[src/sa_consts.svh]
`ifndef SA_CONSTS_SVH
`define SA_CONSTS_SVH

// grid size in processing elements
`define SA_ROWS 2
`define SA_COLS 2

// element width of A and B
`define SA_IWIDTH 8

// accumulator width, wide enough for SA_KMAX full scale products
`define SA_OWIDTH 24

// longest supported inner dimension and the width of its step index
`define SA_KMAX 8
`define SA_KBITS 3

`endif

[src/sa_pkg.sv]
`include "sa_consts.svh"

package sa_pkg;

    localparam int SA_CBITS = (`SA_COLS > 1) ? $clog2(`SA_COLS) : 1;

    typedef logic [`SA_KBITS-1:0] sa_idx_t;
    typedef logic [`SA_KBITS:0] sa_klen_t;  // holds 1 to SA_KMAX
    typedef logic [SA_CBITS-1:0] sa_col_t;

    typedef logic signed [`SA_IWIDTH-1:0] sa_data_t;
    typedef logic signed [`SA_OWIDTH-1:0] sa_sum_t;

    // strobes that travel with the feature values along a row
    typedef struct packed {
        logic en_i;
        logic clr_i;
        logic en_w;
        logic clr_w;
        logic en_o;
        logic clr_o;
        logic mac_done;
        sa_idx_t idx;
    } sa_ctrl_t;

    typedef sa_ctrl_t [`SA_ROWS-1:0] sa_ctrl_vec_t;
    typedef sa_data_t [`SA_ROWS-1:0] sa_a_vec_t;
    typedef sa_data_t [`SA_COLS-1:0] sa_b_vec_t;
    typedef sa_sum_t [`SA_ROWS-1:0] sa_c_vec_t;

    typedef enum logic [1:0] {
        ST_IDLE,
        ST_FEED,
        ST_FLUSH,
        ST_DRAIN
    } sa_state_t;

endpackage

[src/sa_mul.sv]
`timescale 1ns/1ps
`include "sa_consts.svh"

module sa_mul (
    input  logic                          clk,
    input  logic                          arst_n_i,
    input  logic signed [`SA_IWIDTH-1:0]  a_i,
    input  logic signed [`SA_IWIDTH-1:0]  b_i,
    input  logic                          valid_i,
    input  logic [`SA_KBITS-1:0]          idx_i,
    output logic signed [2*`SA_IWIDTH-1:0] prod_o,
    output logic                          valid_o,
    output logic [`SA_KBITS-1:0]          idx_o
);

    logic [`SA_KBITS-1:0] last_idx_q;  // step index of the previous valid product

    always_ff @(posedge clk or negedge arst_n_i) begin
        if (!arst_n_i) begin
            prod_o     <= '0;
            valid_o    <= 1'b0;
            idx_o      <= '0;
            last_idx_q <= '0;
        end else begin
            prod_o  <= a_i * b_i;  // full width, no truncation
            valid_o <= valid_i;
            idx_o   <= idx_i;
            if (valid_i) begin
                last_idx_q <= idx_i;
            end
        end
    end

    // steps reach a cell in order and a new operation starts again at step zero
    a_idx_order: assert property (
        @(posedge clk) disable iff (!arst_n_i)
        (valid_i && idx_i != '0) |-> (idx_i == last_idx_q + `SA_KBITS'(1))
    );

endmodule

[src/sa_acc.sv]
`timescale 1ns/1ps
`include "sa_consts.svh"

module sa_acc (
    input  logic                           clk,
    input  logic                           arst_n_i,
    input  logic                           clr_i,
    input  logic                           add_i,
    input  logic                           first_i,
    input  logic                           mac_done_i,
    input  logic signed [2*`SA_IWIDTH-1:0] prod_i,
    input  logic signed [`SA_OWIDTH-1:0]   sum_i,
    output logic signed [`SA_OWIDTH-1:0]   sum_o
);

    logic signed [`SA_OWIDTH-1:0] prod_ext;
    logic signed [`SA_OWIDTH-1:0] sum_q;
    logic signed [`SA_OWIDTH-1:0] skew_q;
    logic signed [`SA_OWIDTH-1:0] drain_q;

    assign prod_ext = {{(`SA_OWIDTH-2*`SA_IWIDTH){prod_i[2*`SA_IWIDTH-1]}}, prod_i};

    always_ff @(posedge clk or negedge arst_n_i) begin
        if (!arst_n_i) begin
            sum_q <= '0;
        end else if (clr_i) begin
            sum_q <= '0;
        end else if (add_i) begin
            // step zero starts a new dot product
            sum_q <= first_i ? prod_ext : sum_q + prod_ext;
        end
    end

    // mac_done reaches each cell one cycle after its left neighbour, so the
    // incoming drain value waits one extra cycle in skew_q and is not lost
    // when this cell loads its own sum
    always_ff @(posedge clk or negedge arst_n_i) begin
        if (!arst_n_i) begin
            skew_q  <= '0;
            drain_q <= '0;
        end else begin
            skew_q  <= sum_i;
            drain_q <= mac_done_i ? sum_q : skew_q;
        end
    end

    assign sum_o = drain_q;

    // clears come with start, long before the first product lands
    a_no_add_clr: assert property (
        @(posedge clk) disable iff (!arst_n_i)
        !(add_i && clr_i)
    );

endmodule

[src/sa_pe.sv]
`timescale 1ns/1ps
`include "sa_consts.svh"

module sa_pe (
    input  logic                          clk,
    input  logic                          arst_n_i,
    input  sa_pkg::sa_ctrl_t              ctrl_i,
    output sa_pkg::sa_ctrl_t              ctrl_o,
    input  logic                          w_en_i,
    output logic                          w_en_o,
    input  logic signed [`SA_IWIDTH-1:0]  ifm_i,
    output logic signed [`SA_IWIDTH-1:0]  ifm_o,
    input  logic signed [`SA_IWIDTH-1:0]  wght_i,
    output logic signed [`SA_IWIDTH-1:0]  wght_o,
    input  logic signed [`SA_OWIDTH-1:0]  ofm_i,
    output logic signed [`SA_OWIDTH-1:0]  ofm_o
);

    import sa_pkg::*;

    sa_data_t                       ifm_q;
    sa_data_t                       wght_q;
    sa_ctrl_t                       ctrl_q;
    logic                           w_en_q;
    logic                           en_o_q;
    logic signed [2*`SA_IWIDTH-1:0] prod;
    logic                           prod_valid;
    sa_idx_t                        prod_idx;

    always_ff @(posedge clk or negedge arst_n_i) begin
        if (!arst_n_i) begin
            ifm_q <= '0;
        end else if (ctrl_i.clr_i) begin
            ifm_q <= '0;
        end else if (ctrl_i.en_i) begin
            ifm_q <= ifm_i;
        end
    end

    always_ff @(posedge clk or negedge arst_n_i) begin
        if (!arst_n_i) begin
            wght_q <= '0;
        end else if (ctrl_i.clr_w) begin
            wght_q <= '0;
        end else if (w_en_i) begin
            wght_q <= wght_i;
        end
    end

    always_ff @(posedge clk or negedge arst_n_i) begin
        if (!arst_n_i) begin
            ctrl_q <= '0;
            w_en_q <= 1'b0;
            en_o_q <= 1'b0;
        end else begin
            ctrl_q <= ctrl_i;
            w_en_q <= w_en_i;
            en_o_q <= ctrl_q.en_o;  // lines up with the multiplier stage
        end
    end

    sa_mul i_mul (
        .clk      (clk),
        .arst_n_i (arst_n_i),
        .a_i      (ifm_q),
        .b_i      (wght_q),
        .valid_i  (ctrl_q.en_i),
        .idx_i    (ctrl_q.idx),
        .prod_o   (prod),
        .valid_o  (prod_valid),
        .idx_o    (prod_idx)
    );

    sa_acc i_acc (
        .clk        (clk),
        .arst_n_i   (arst_n_i),
        .clr_i      (ctrl_q.clr_o),
        .add_i      (prod_valid && en_o_q),
        .first_i    (prod_idx == '0),
        .mac_done_i (ctrl_q.mac_done),
        .prod_i     (prod),
        .sum_i      (ofm_i),
        .sum_o      (ofm_o)
    );

    assign ctrl_o = ctrl_q;
    assign w_en_o = w_en_q;
    assign ifm_o  = ifm_q;
    assign wght_o = wght_q;

    // weight enables coming down the column must meet the row strobes of the same step
    a_wen_aligned: assert property (
        @(posedge clk) disable iff (!arst_n_i)
        w_en_i == ctrl_i.en_w
    );

endmodule

[src/sa_sequencer.sv]
`timescale 1ns/1ps
`include "sa_consts.svh"

module sa_sequencer (
    input  logic                 clk,
    input  logic                 arst_n_i,
    input  logic                 start_i,
    input  sa_pkg::sa_klen_t     k_len_i,
    input  logic                 step_i,
    input  sa_pkg::sa_a_vec_t    a_vec_i,
    input  sa_pkg::sa_b_vec_t    b_vec_i,
    output sa_pkg::sa_ctrl_vec_t row_ctrl_o,
    output sa_pkg::sa_a_vec_t    row_ifm_o,
    output sa_pkg::sa_b_vec_t    col_wght_o,
    output logic [`SA_COLS-1:0]  col_wen_o,
    output logic                 busy_o,
    output logic                 res_valid_o,
    output sa_pkg::sa_col_t      res_col_o,
    output logic                 done_o
);

    import sa_pkg::*;

    localparam int CNT_W = $clog2(2*`SA_COLS + `SA_ROWS + 2);

    sa_state_t          state_q;
    sa_klen_t           k_len_q;
    sa_idx_t            step_cnt_q;
    logic [CNT_W-1:0]   cnt_q;
    logic               md_q;
    logic               done_q;
    logic               strobe;
    logic               clr;
    sa_ctrl_t           ctrl_new;
    sa_ctrl_t           ctrl_pipe_q [`SA_ROWS];
    sa_a_vec_t          a_pipe_q [`SA_ROWS];
    sa_b_vec_t          b_pipe_q [`SA_COLS];
    logic [`SA_COLS-1:0] wen_pipe_q;

    assign strobe = (state_q == ST_FEED) && step_i;
    assign clr    = (state_q == ST_IDLE) && start_i;

    always_comb begin
        ctrl_new          = '0;
        ctrl_new.en_i     = strobe;
        ctrl_new.en_w     = strobe;
        ctrl_new.en_o     = strobe;
        ctrl_new.clr_i    = clr;
        ctrl_new.clr_w    = clr;
        ctrl_new.clr_o    = clr;
        ctrl_new.idx      = step_cnt_q;
    end

    always_ff @(posedge clk or negedge arst_n_i) begin
        if (!arst_n_i) begin
            state_q    <= ST_IDLE;
            k_len_q    <= '0;
            step_cnt_q <= '0;
            cnt_q      <= '0;
            md_q       <= 1'b0;
            done_q     <= 1'b0;
        end else begin
            md_q   <= 1'b0;
            done_q <= 1'b0;
            case (state_q)
                ST_IDLE: begin
                    if (start_i) begin
                        k_len_q    <= k_len_i;
                        step_cnt_q <= '0;
                        state_q    <= ST_FEED;
                    end
                end
                ST_FEED: begin
                    if (step_i) begin
                        step_cnt_q <= step_cnt_q + 1'b1;
                        cnt_q      <= '0;
                        if (sa_klen_t'(step_cnt_q) == k_len_q - 1'b1) begin
                            state_q <= ST_FLUSH;
                        end
                    end
                end
                ST_FLUSH: begin
                    // let the last step reach the far corner and settle its sum
                    cnt_q <= cnt_q + 1'b1;
                    if (cnt_q == CNT_W'(`SA_ROWS + `SA_COLS - 1)) begin
                        cnt_q   <= '0;
                        md_q    <= 1'b1;
                        state_q <= ST_DRAIN;
                    end
                end
                ST_DRAIN: begin
                    cnt_q <= cnt_q + 1'b1;
                    if (cnt_q == CNT_W'(2 * `SA_COLS)) begin
                        done_q  <= 1'b1;
                        state_q <= ST_IDLE;
                    end
                end
                default: state_q <= ST_IDLE;
            endcase
        end
    end

    // row r is skewed r cycles and column c is skewed c cycles behind stage 0,
    // bubbles between strobes travel through the grid as idle slots
    always_ff @(posedge clk or negedge arst_n_i) begin
        if (!arst_n_i) begin
            for (int r = 0; r < `SA_ROWS; r++) begin
                ctrl_pipe_q[r] <= '0;
                a_pipe_q[r]    <= '0;
            end
            for (int c = 0; c < `SA_COLS; c++) begin
                b_pipe_q[c] <= '0;
            end
            wen_pipe_q <= '0;
        end else begin
            ctrl_pipe_q[0] <= ctrl_new;
            a_pipe_q[0]    <= a_vec_i;
            b_pipe_q[0]    <= b_vec_i;
            wen_pipe_q[0]  <= strobe;
            for (int r = 1; r < `SA_ROWS; r++) begin
                ctrl_pipe_q[r] <= ctrl_pipe_q[r-1];
                a_pipe_q[r]    <= a_pipe_q[r-1];
            end
            for (int c = 1; c < `SA_COLS; c++) begin
                b_pipe_q[c]   <= b_pipe_q[c-1];
                wen_pipe_q[c] <= wen_pipe_q[c-1];
            end
        end
    end

    always_comb begin
        for (int r = 0; r < `SA_ROWS; r++) begin
            row_ctrl_o[r]          = ctrl_pipe_q[r];
            row_ctrl_o[r].mac_done = md_q;  // all rows drain together, so no skew here
            row_ifm_o[r]           = a_pipe_q[r][r];
        end
        for (int c = 0; c < `SA_COLS; c++) begin
            col_wght_o[c] = b_pipe_q[c][c];
            col_wen_o[c]  = wen_pipe_q[c];
        end
    end

    // the rightmost column reaches the edge SA_COLS + 1 cycles after mac_done
    assign res_valid_o = (state_q == ST_DRAIN) && (cnt_q > CNT_W'(`SA_COLS))
                         && (cnt_q <= CNT_W'(2 * `SA_COLS));
    assign res_col_o   = sa_col_t'(2 * `SA_COLS - int'(cnt_q));
    assign busy_o      = (state_q != ST_IDLE);
    assign done_o      = done_q;

endmodule

[src/sa_top.sv]
`timescale 1ns/1ps
`include "sa_consts.svh"

module sa_top (
    input  logic              clk,
    input  logic              arst_n_i,
    input  logic              start_i,
    input  sa_pkg::sa_klen_t  k_len_i,
    input  logic              step_i,
    input  sa_pkg::sa_a_vec_t a_vec_i,
    input  sa_pkg::sa_b_vec_t b_vec_i,
    output logic              busy_o,
    output logic              res_valid_o,
    output sa_pkg::sa_col_t   res_col_o,
    output sa_pkg::sa_c_vec_t res_vec_o,
    output logic              done_o
);

    import sa_pkg::*;

    sa_ctrl_vec_t        row_ctrl;
    sa_a_vec_t           row_ifm;
    sa_b_vec_t           col_wght;
    logic [`SA_COLS-1:0] col_wen;

    // horizontal chains have SA_COLS + 1 taps, vertical ones SA_ROWS + 1
    sa_ctrl_t ctrl_h [`SA_ROWS][`SA_COLS+1];
    sa_data_t ifm_h  [`SA_ROWS][`SA_COLS+1];
    sa_sum_t  ofm_h  [`SA_ROWS][`SA_COLS+1];
    sa_data_t wght_v [`SA_ROWS+1][`SA_COLS];
    logic     wen_v  [`SA_ROWS+1][`SA_COLS];

    sa_sequencer i_seq (
        .clk         (clk),
        .arst_n_i    (arst_n_i),
        .start_i     (start_i),
        .k_len_i     (k_len_i),
        .step_i      (step_i),
        .a_vec_i     (a_vec_i),
        .b_vec_i     (b_vec_i),
        .row_ctrl_o  (row_ctrl),
        .row_ifm_o   (row_ifm),
        .col_wght_o  (col_wght),
        .col_wen_o   (col_wen),
        .busy_o      (busy_o),
        .res_valid_o (res_valid_o),
        .res_col_o   (res_col_o),
        .done_o      (done_o)
    );

    for (genvar r = 0; r < `SA_ROWS; r++) begin : g_row
        assign ctrl_h[r][0] = row_ctrl[r];
        assign ifm_h[r][0]  = row_ifm[r];
        assign ofm_h[r][0]  = '0;  // nothing drains in from the left edge
        assign res_vec_o[r] = ofm_h[r][`SA_COLS];

        for (genvar c = 0; c < `SA_COLS; c++) begin : g_col
            if (r == 0) begin : g_top
                assign wght_v[0][c] = col_wght[c];
                assign wen_v[0][c]  = col_wen[c];
            end

            sa_pe i_pe (
                .clk      (clk),
                .arst_n_i (arst_n_i),
                .ctrl_i   (ctrl_h[r][c]),
                .ctrl_o   (ctrl_h[r][c+1]),
                .w_en_i   (wen_v[r][c]),
                .w_en_o   (wen_v[r+1][c]),
                .ifm_i    (ifm_h[r][c]),
                .ifm_o    (ifm_h[r][c+1]),
                .wght_i   (wght_v[r][c]),
                .wght_o   (wght_v[r+1][c]),
                .ofm_i    (ofm_h[r][c]),
                .ofm_o    (ofm_h[r][c+1])
            );
        end
    end

endmodule

[config.mk]
export PLATFORM = sky130hd
export DESIGN_NAME = sa_top
export DESIGN_NICKNAME = d
export VERILOG_FILES = /design/src/sa_pkg.sv /design/src/sa_mul.sv /design/src/sa_acc.sv /design/src/sa_pe.sv /design/src/sa_sequencer.sv /design/src/sa_top.sv
export VERILOG_INCLUDE_DIRS = /design/src
export SDC_FILE = /design/constraint.sdc
export NUM_CORES = 1
export LEC_CHECK = 0
export ABC_AREA = 0
export ABC_CLOCK_PERIOD_IN_PS = 4600
export BUFFER_PORTS_ARGS = -buffer_cell sky130_fd_sc_hd__buf_2
export CAP_MARGIN = 20
export CELL_PAD_IN_SITES_DETAIL_PLACEMENT = 1
export CELL_PAD_IN_SITES_GLOBAL_PLACEMENT = 2
export CORE_ASPECT_RATIO = 2
export CORE_UTILIZATION = 34
export CTS_BUF_LIST = sky130_fd_sc_hd__clkbuf_8
export CTS_CLUSTER_DIAMETER = 60
export DETAILED_ROUTE_END_ITERATION = 6
export HOLD_SLACK_MARGIN = 0.08
export PLACE_DENSITY = 0.74
export SYNTH_ARGS = -nofsm -noshare
export SYNTH_HDL_FRONTEND = slang
export SYNTH_HIERARCHICAL = 1
export SYNTH_SLANG_ARGS = --single-unit
[constraint.sdc]
create_clock -name clk -period 4.6 [get_ports clk]
set_input_delay 0.23 -clock clk [delete_from_list [all_inputs] [get_ports clk]]
set_output_delay 0.23 -clock clk [all_outputs]
set_load 0.02 [all_outputs]
==> results.toml <==
[outcome]
status = "finished clean"

[route]
drc = 0
dr.pass1.iters = 5
wl_per_cell_um = 19.04
ant_nets = 0
drtIter0Drc = 714
vias_per_cell = 4.883
vias = 23150
drt-total-wl_um = 90290

[timing]
finalHoldViolCount = 0
worst_slew_pin_slew_ps = 1103
finalSetupTns_ps = 0
whs_ps = 76.10
rsz0062_at_grt = "false"
finalSetupViolCount = 0
fin_skew_ps = 47.21
fin_crit_sh_pct = 96.58
period_needed_ps = 4443
timing.fmax_ghz = 0.2251
slew_viol_final = 0
slew_headroom_pct = 26.17
setup_ws_ps = 157.4

[clock_tree]
numCtsBuffers = 86
htreeDepth = 3
clock-root-buffer = "clkbuf_8"
cts_sinks = 542
cts_setup_buffers = 0
clock_path_buffers = 3
clk_pin_slew_ps = 70
cts_hold_buf = 77
cts_resized = 0
cts_tree = "yes"
worstSkewPairLatency_ps = 790

[layout]
fin_area_mm2 = 0.03861
postLayoutCoreUtil_pct = 39.20
nets = 3835
drive_above_1_share_pct = 14.21
area_growth_pct = 14.27

[power_and_ir_drop]
p_sw_share_pct = 46.07
p_switching_w = 0.01466
ir_drop_uv = 332.2
powerDensity_mw_per_mm2 = 824.0
p_clk_share_pct = 14.5
p_comb_share_pct = 63.4
p_int_w = 0.01716
seq_power_share_pct = 22.1
leakage_nw = 17.79

[floorplanning]
core-area_mm2 = 0.09851
num_io_pins = 92
die_h_um = 447.8
dieWidth_um = 224.9
start_util_pct = 34.30
dieArea_mm2 = 0.1007
std_cell_rows = 163

[setup_path]
critPathKind = "reg -> reg"
reg2reg_depth = 15
critPathSlowestCell = "fa_1"
critPathMaxStageDelay_ps = 540
arrival_ps = 5100
crit_path_start_kind = "flip-flop"
cp_max_fo = 10
crit_family = "adder cells"
cp_num_buf_inv = 4
r2r_setup_slack_ps = 160
required_ps = 5260
cp-end-kind = "flip-flop"
crit_chain = "and2_1 > fa_1 > inv_1 > fa_1 > inv_1 > fa_1 > inv_1 > fa_1 > inv_1 > ha_1 > a21o_1 > a21oi_2 > a21oi_2 > o41ai_2 > xnor2_1"
r2r_start = "g_row[0].g_col[0].i_pe/ifm_o[4]"
reg2reg_to = "g_row[0].g_col[0].i_pe/i_mul/prod_o[15]"

[global_route]
grt_max_degree = 112
grt_pass1_wl_um = 145800
grt_pass1_vias = 26770
antenna_found_initial = 2
grt_usage_pct = 18.90
grt_overflow = 0

[place]
hpwl_um = 69870
numPortBuffers = 91
placed_cell_area_mm2 = 0.03590
dpl_worst_slack_ps = 181.1
gp_congestion = 0.8598

[hold_path]
min_path_type = "in -> async"

[job]
cap_viol_max_count = 0

[synthesis]
syn_avg_cell_area_um2 = 10.86
synth_cells = 3110
yosysWarnings = 6
synth_area_mm2 = 0.03379
layout by cell type, fill, tap and decap left out, types with 74 or more instances in the layout:
cell type and count:
clkbuf_8 100, and2_1 186, nor2_1 207, inv_1 378, a21oi_1 112, buf_2 90
mux2i_1 74, fa_1 224, dlygate4sd3_1 77, ha_1 219, mux2_2 106, xnor2_1 100
dfrtp_1 542, nand2_1 226
through the flow:
| step | power [W] | instances |
|---|---|---|
| 2_1_floorplan | 0.02227 | 3157 |
| 3_3_place_gp | 0.02708 | 4506 |
| 3_5_place_dp | 0.02750 | 4506 |
| 4_1_cts | 0.03245 | 4738 |
| 5_1_grt | 0.03505 | 4741 |
| 6_report | 0.03181 | 4741 |
layout make-up:
class,count,area [um2]
clock inverter,55,541.8
multi-input combinational,2113,18250
inverter,367,1378
tap,1320,1652
antenna,2,5.005
fill,10950,59900
clock buffer,100,1376
sequential,542,13560
timing repair buffer,242,1849
registers in the layout (all words and copies together) (netlist names), 4 cells and up:
register	cells
i_seq/a_pipe_q	8
i_seq/row_ctrl_o	9
g_row.g_col.i_pe/wght_o	32
i_seq/b_pipe_q	8
g_row.g_col.i_pe/i_mul/valid_o	4
g_row.g_col.i_pe/ctrl_o	32
g_row.g_col.i_pe/i_acc/skew_q	96
g_row.g_col.i_pe/i_mul/idx_o	12
g_row.g_col.i_pe/i_acc/sum_q	96
i_seq/k_len_q	4
i_seq/col_wght_o	16
g_row.g_col.i_pe/i_mul/prod_o	64
g_row.g_col.i_pe/en_o_q	4
i_seq/row_ifm_o	16
g_row.g_col.i_pe/i_acc/sum_o	96
g_row.g_col.i_pe/ifm_o	32
worst max path at each step:
stage                                                start                                       to  slack, ps  depth (start not counted)
after floorplan           g_row[0].g_col[0].i_pe/wght_o[4]  g_row[0].g_col[0].i_pe/i_mul/prod_o[11]        450                         15
after global placement     g_row[0].g_col[0].i_pe/ifm_o[4]  g_row[0].g_col[0].i_pe/i_mul/prod_o[11]        190                         15
after detailed placement   g_row[0].g_col[0].i_pe/ifm_o[4]  g_row[0].g_col[0].i_pe/i_mul/prod_o[15]        180                         15
after CTS                  g_row[0].g_col[0].i_pe/ifm_o[4]  g_row[0].g_col[0].i_pe/i_mul/prod_o[15]        160                         15
after global routing       g_row[0].g_col[0].i_pe/ifm_o[4]  g_row[0].g_col[0].i_pe/i_mul/prod_o[11]         10                         15
final                      g_row[0].g_col[0].i_pe/ifm_o[4]  g_row[0].g_col[0].i_pe/i_mul/prod_o[15]        160                         15
routing by layer:
metal | up-vias | GRT usage, % | wire length (um)
li1 | 10760 | - | -
met1 | 11920 | 17.09 | 29860
met2 | 295 | 39.51 | 54330
met3 | 172 | 2.260 | 1816
met4 | 0 | 9.589 | 4273
met5 | - | 0 | 0
power groups by stage:
stage                     sequential, W  clock, W  combinational, W
after floorplan                 0.00662         0            0.0156
after global placement          0.00713         0            0.0200
after detailed placement        0.00716         0            0.0203
after CTS                       0.00707   0.00482            0.0206
after global routing            0.00716   0.00499            0.0229
final                           0.00704   0.00462            0.0202
No activity file was read; power rests on OpenSTA's default activity.
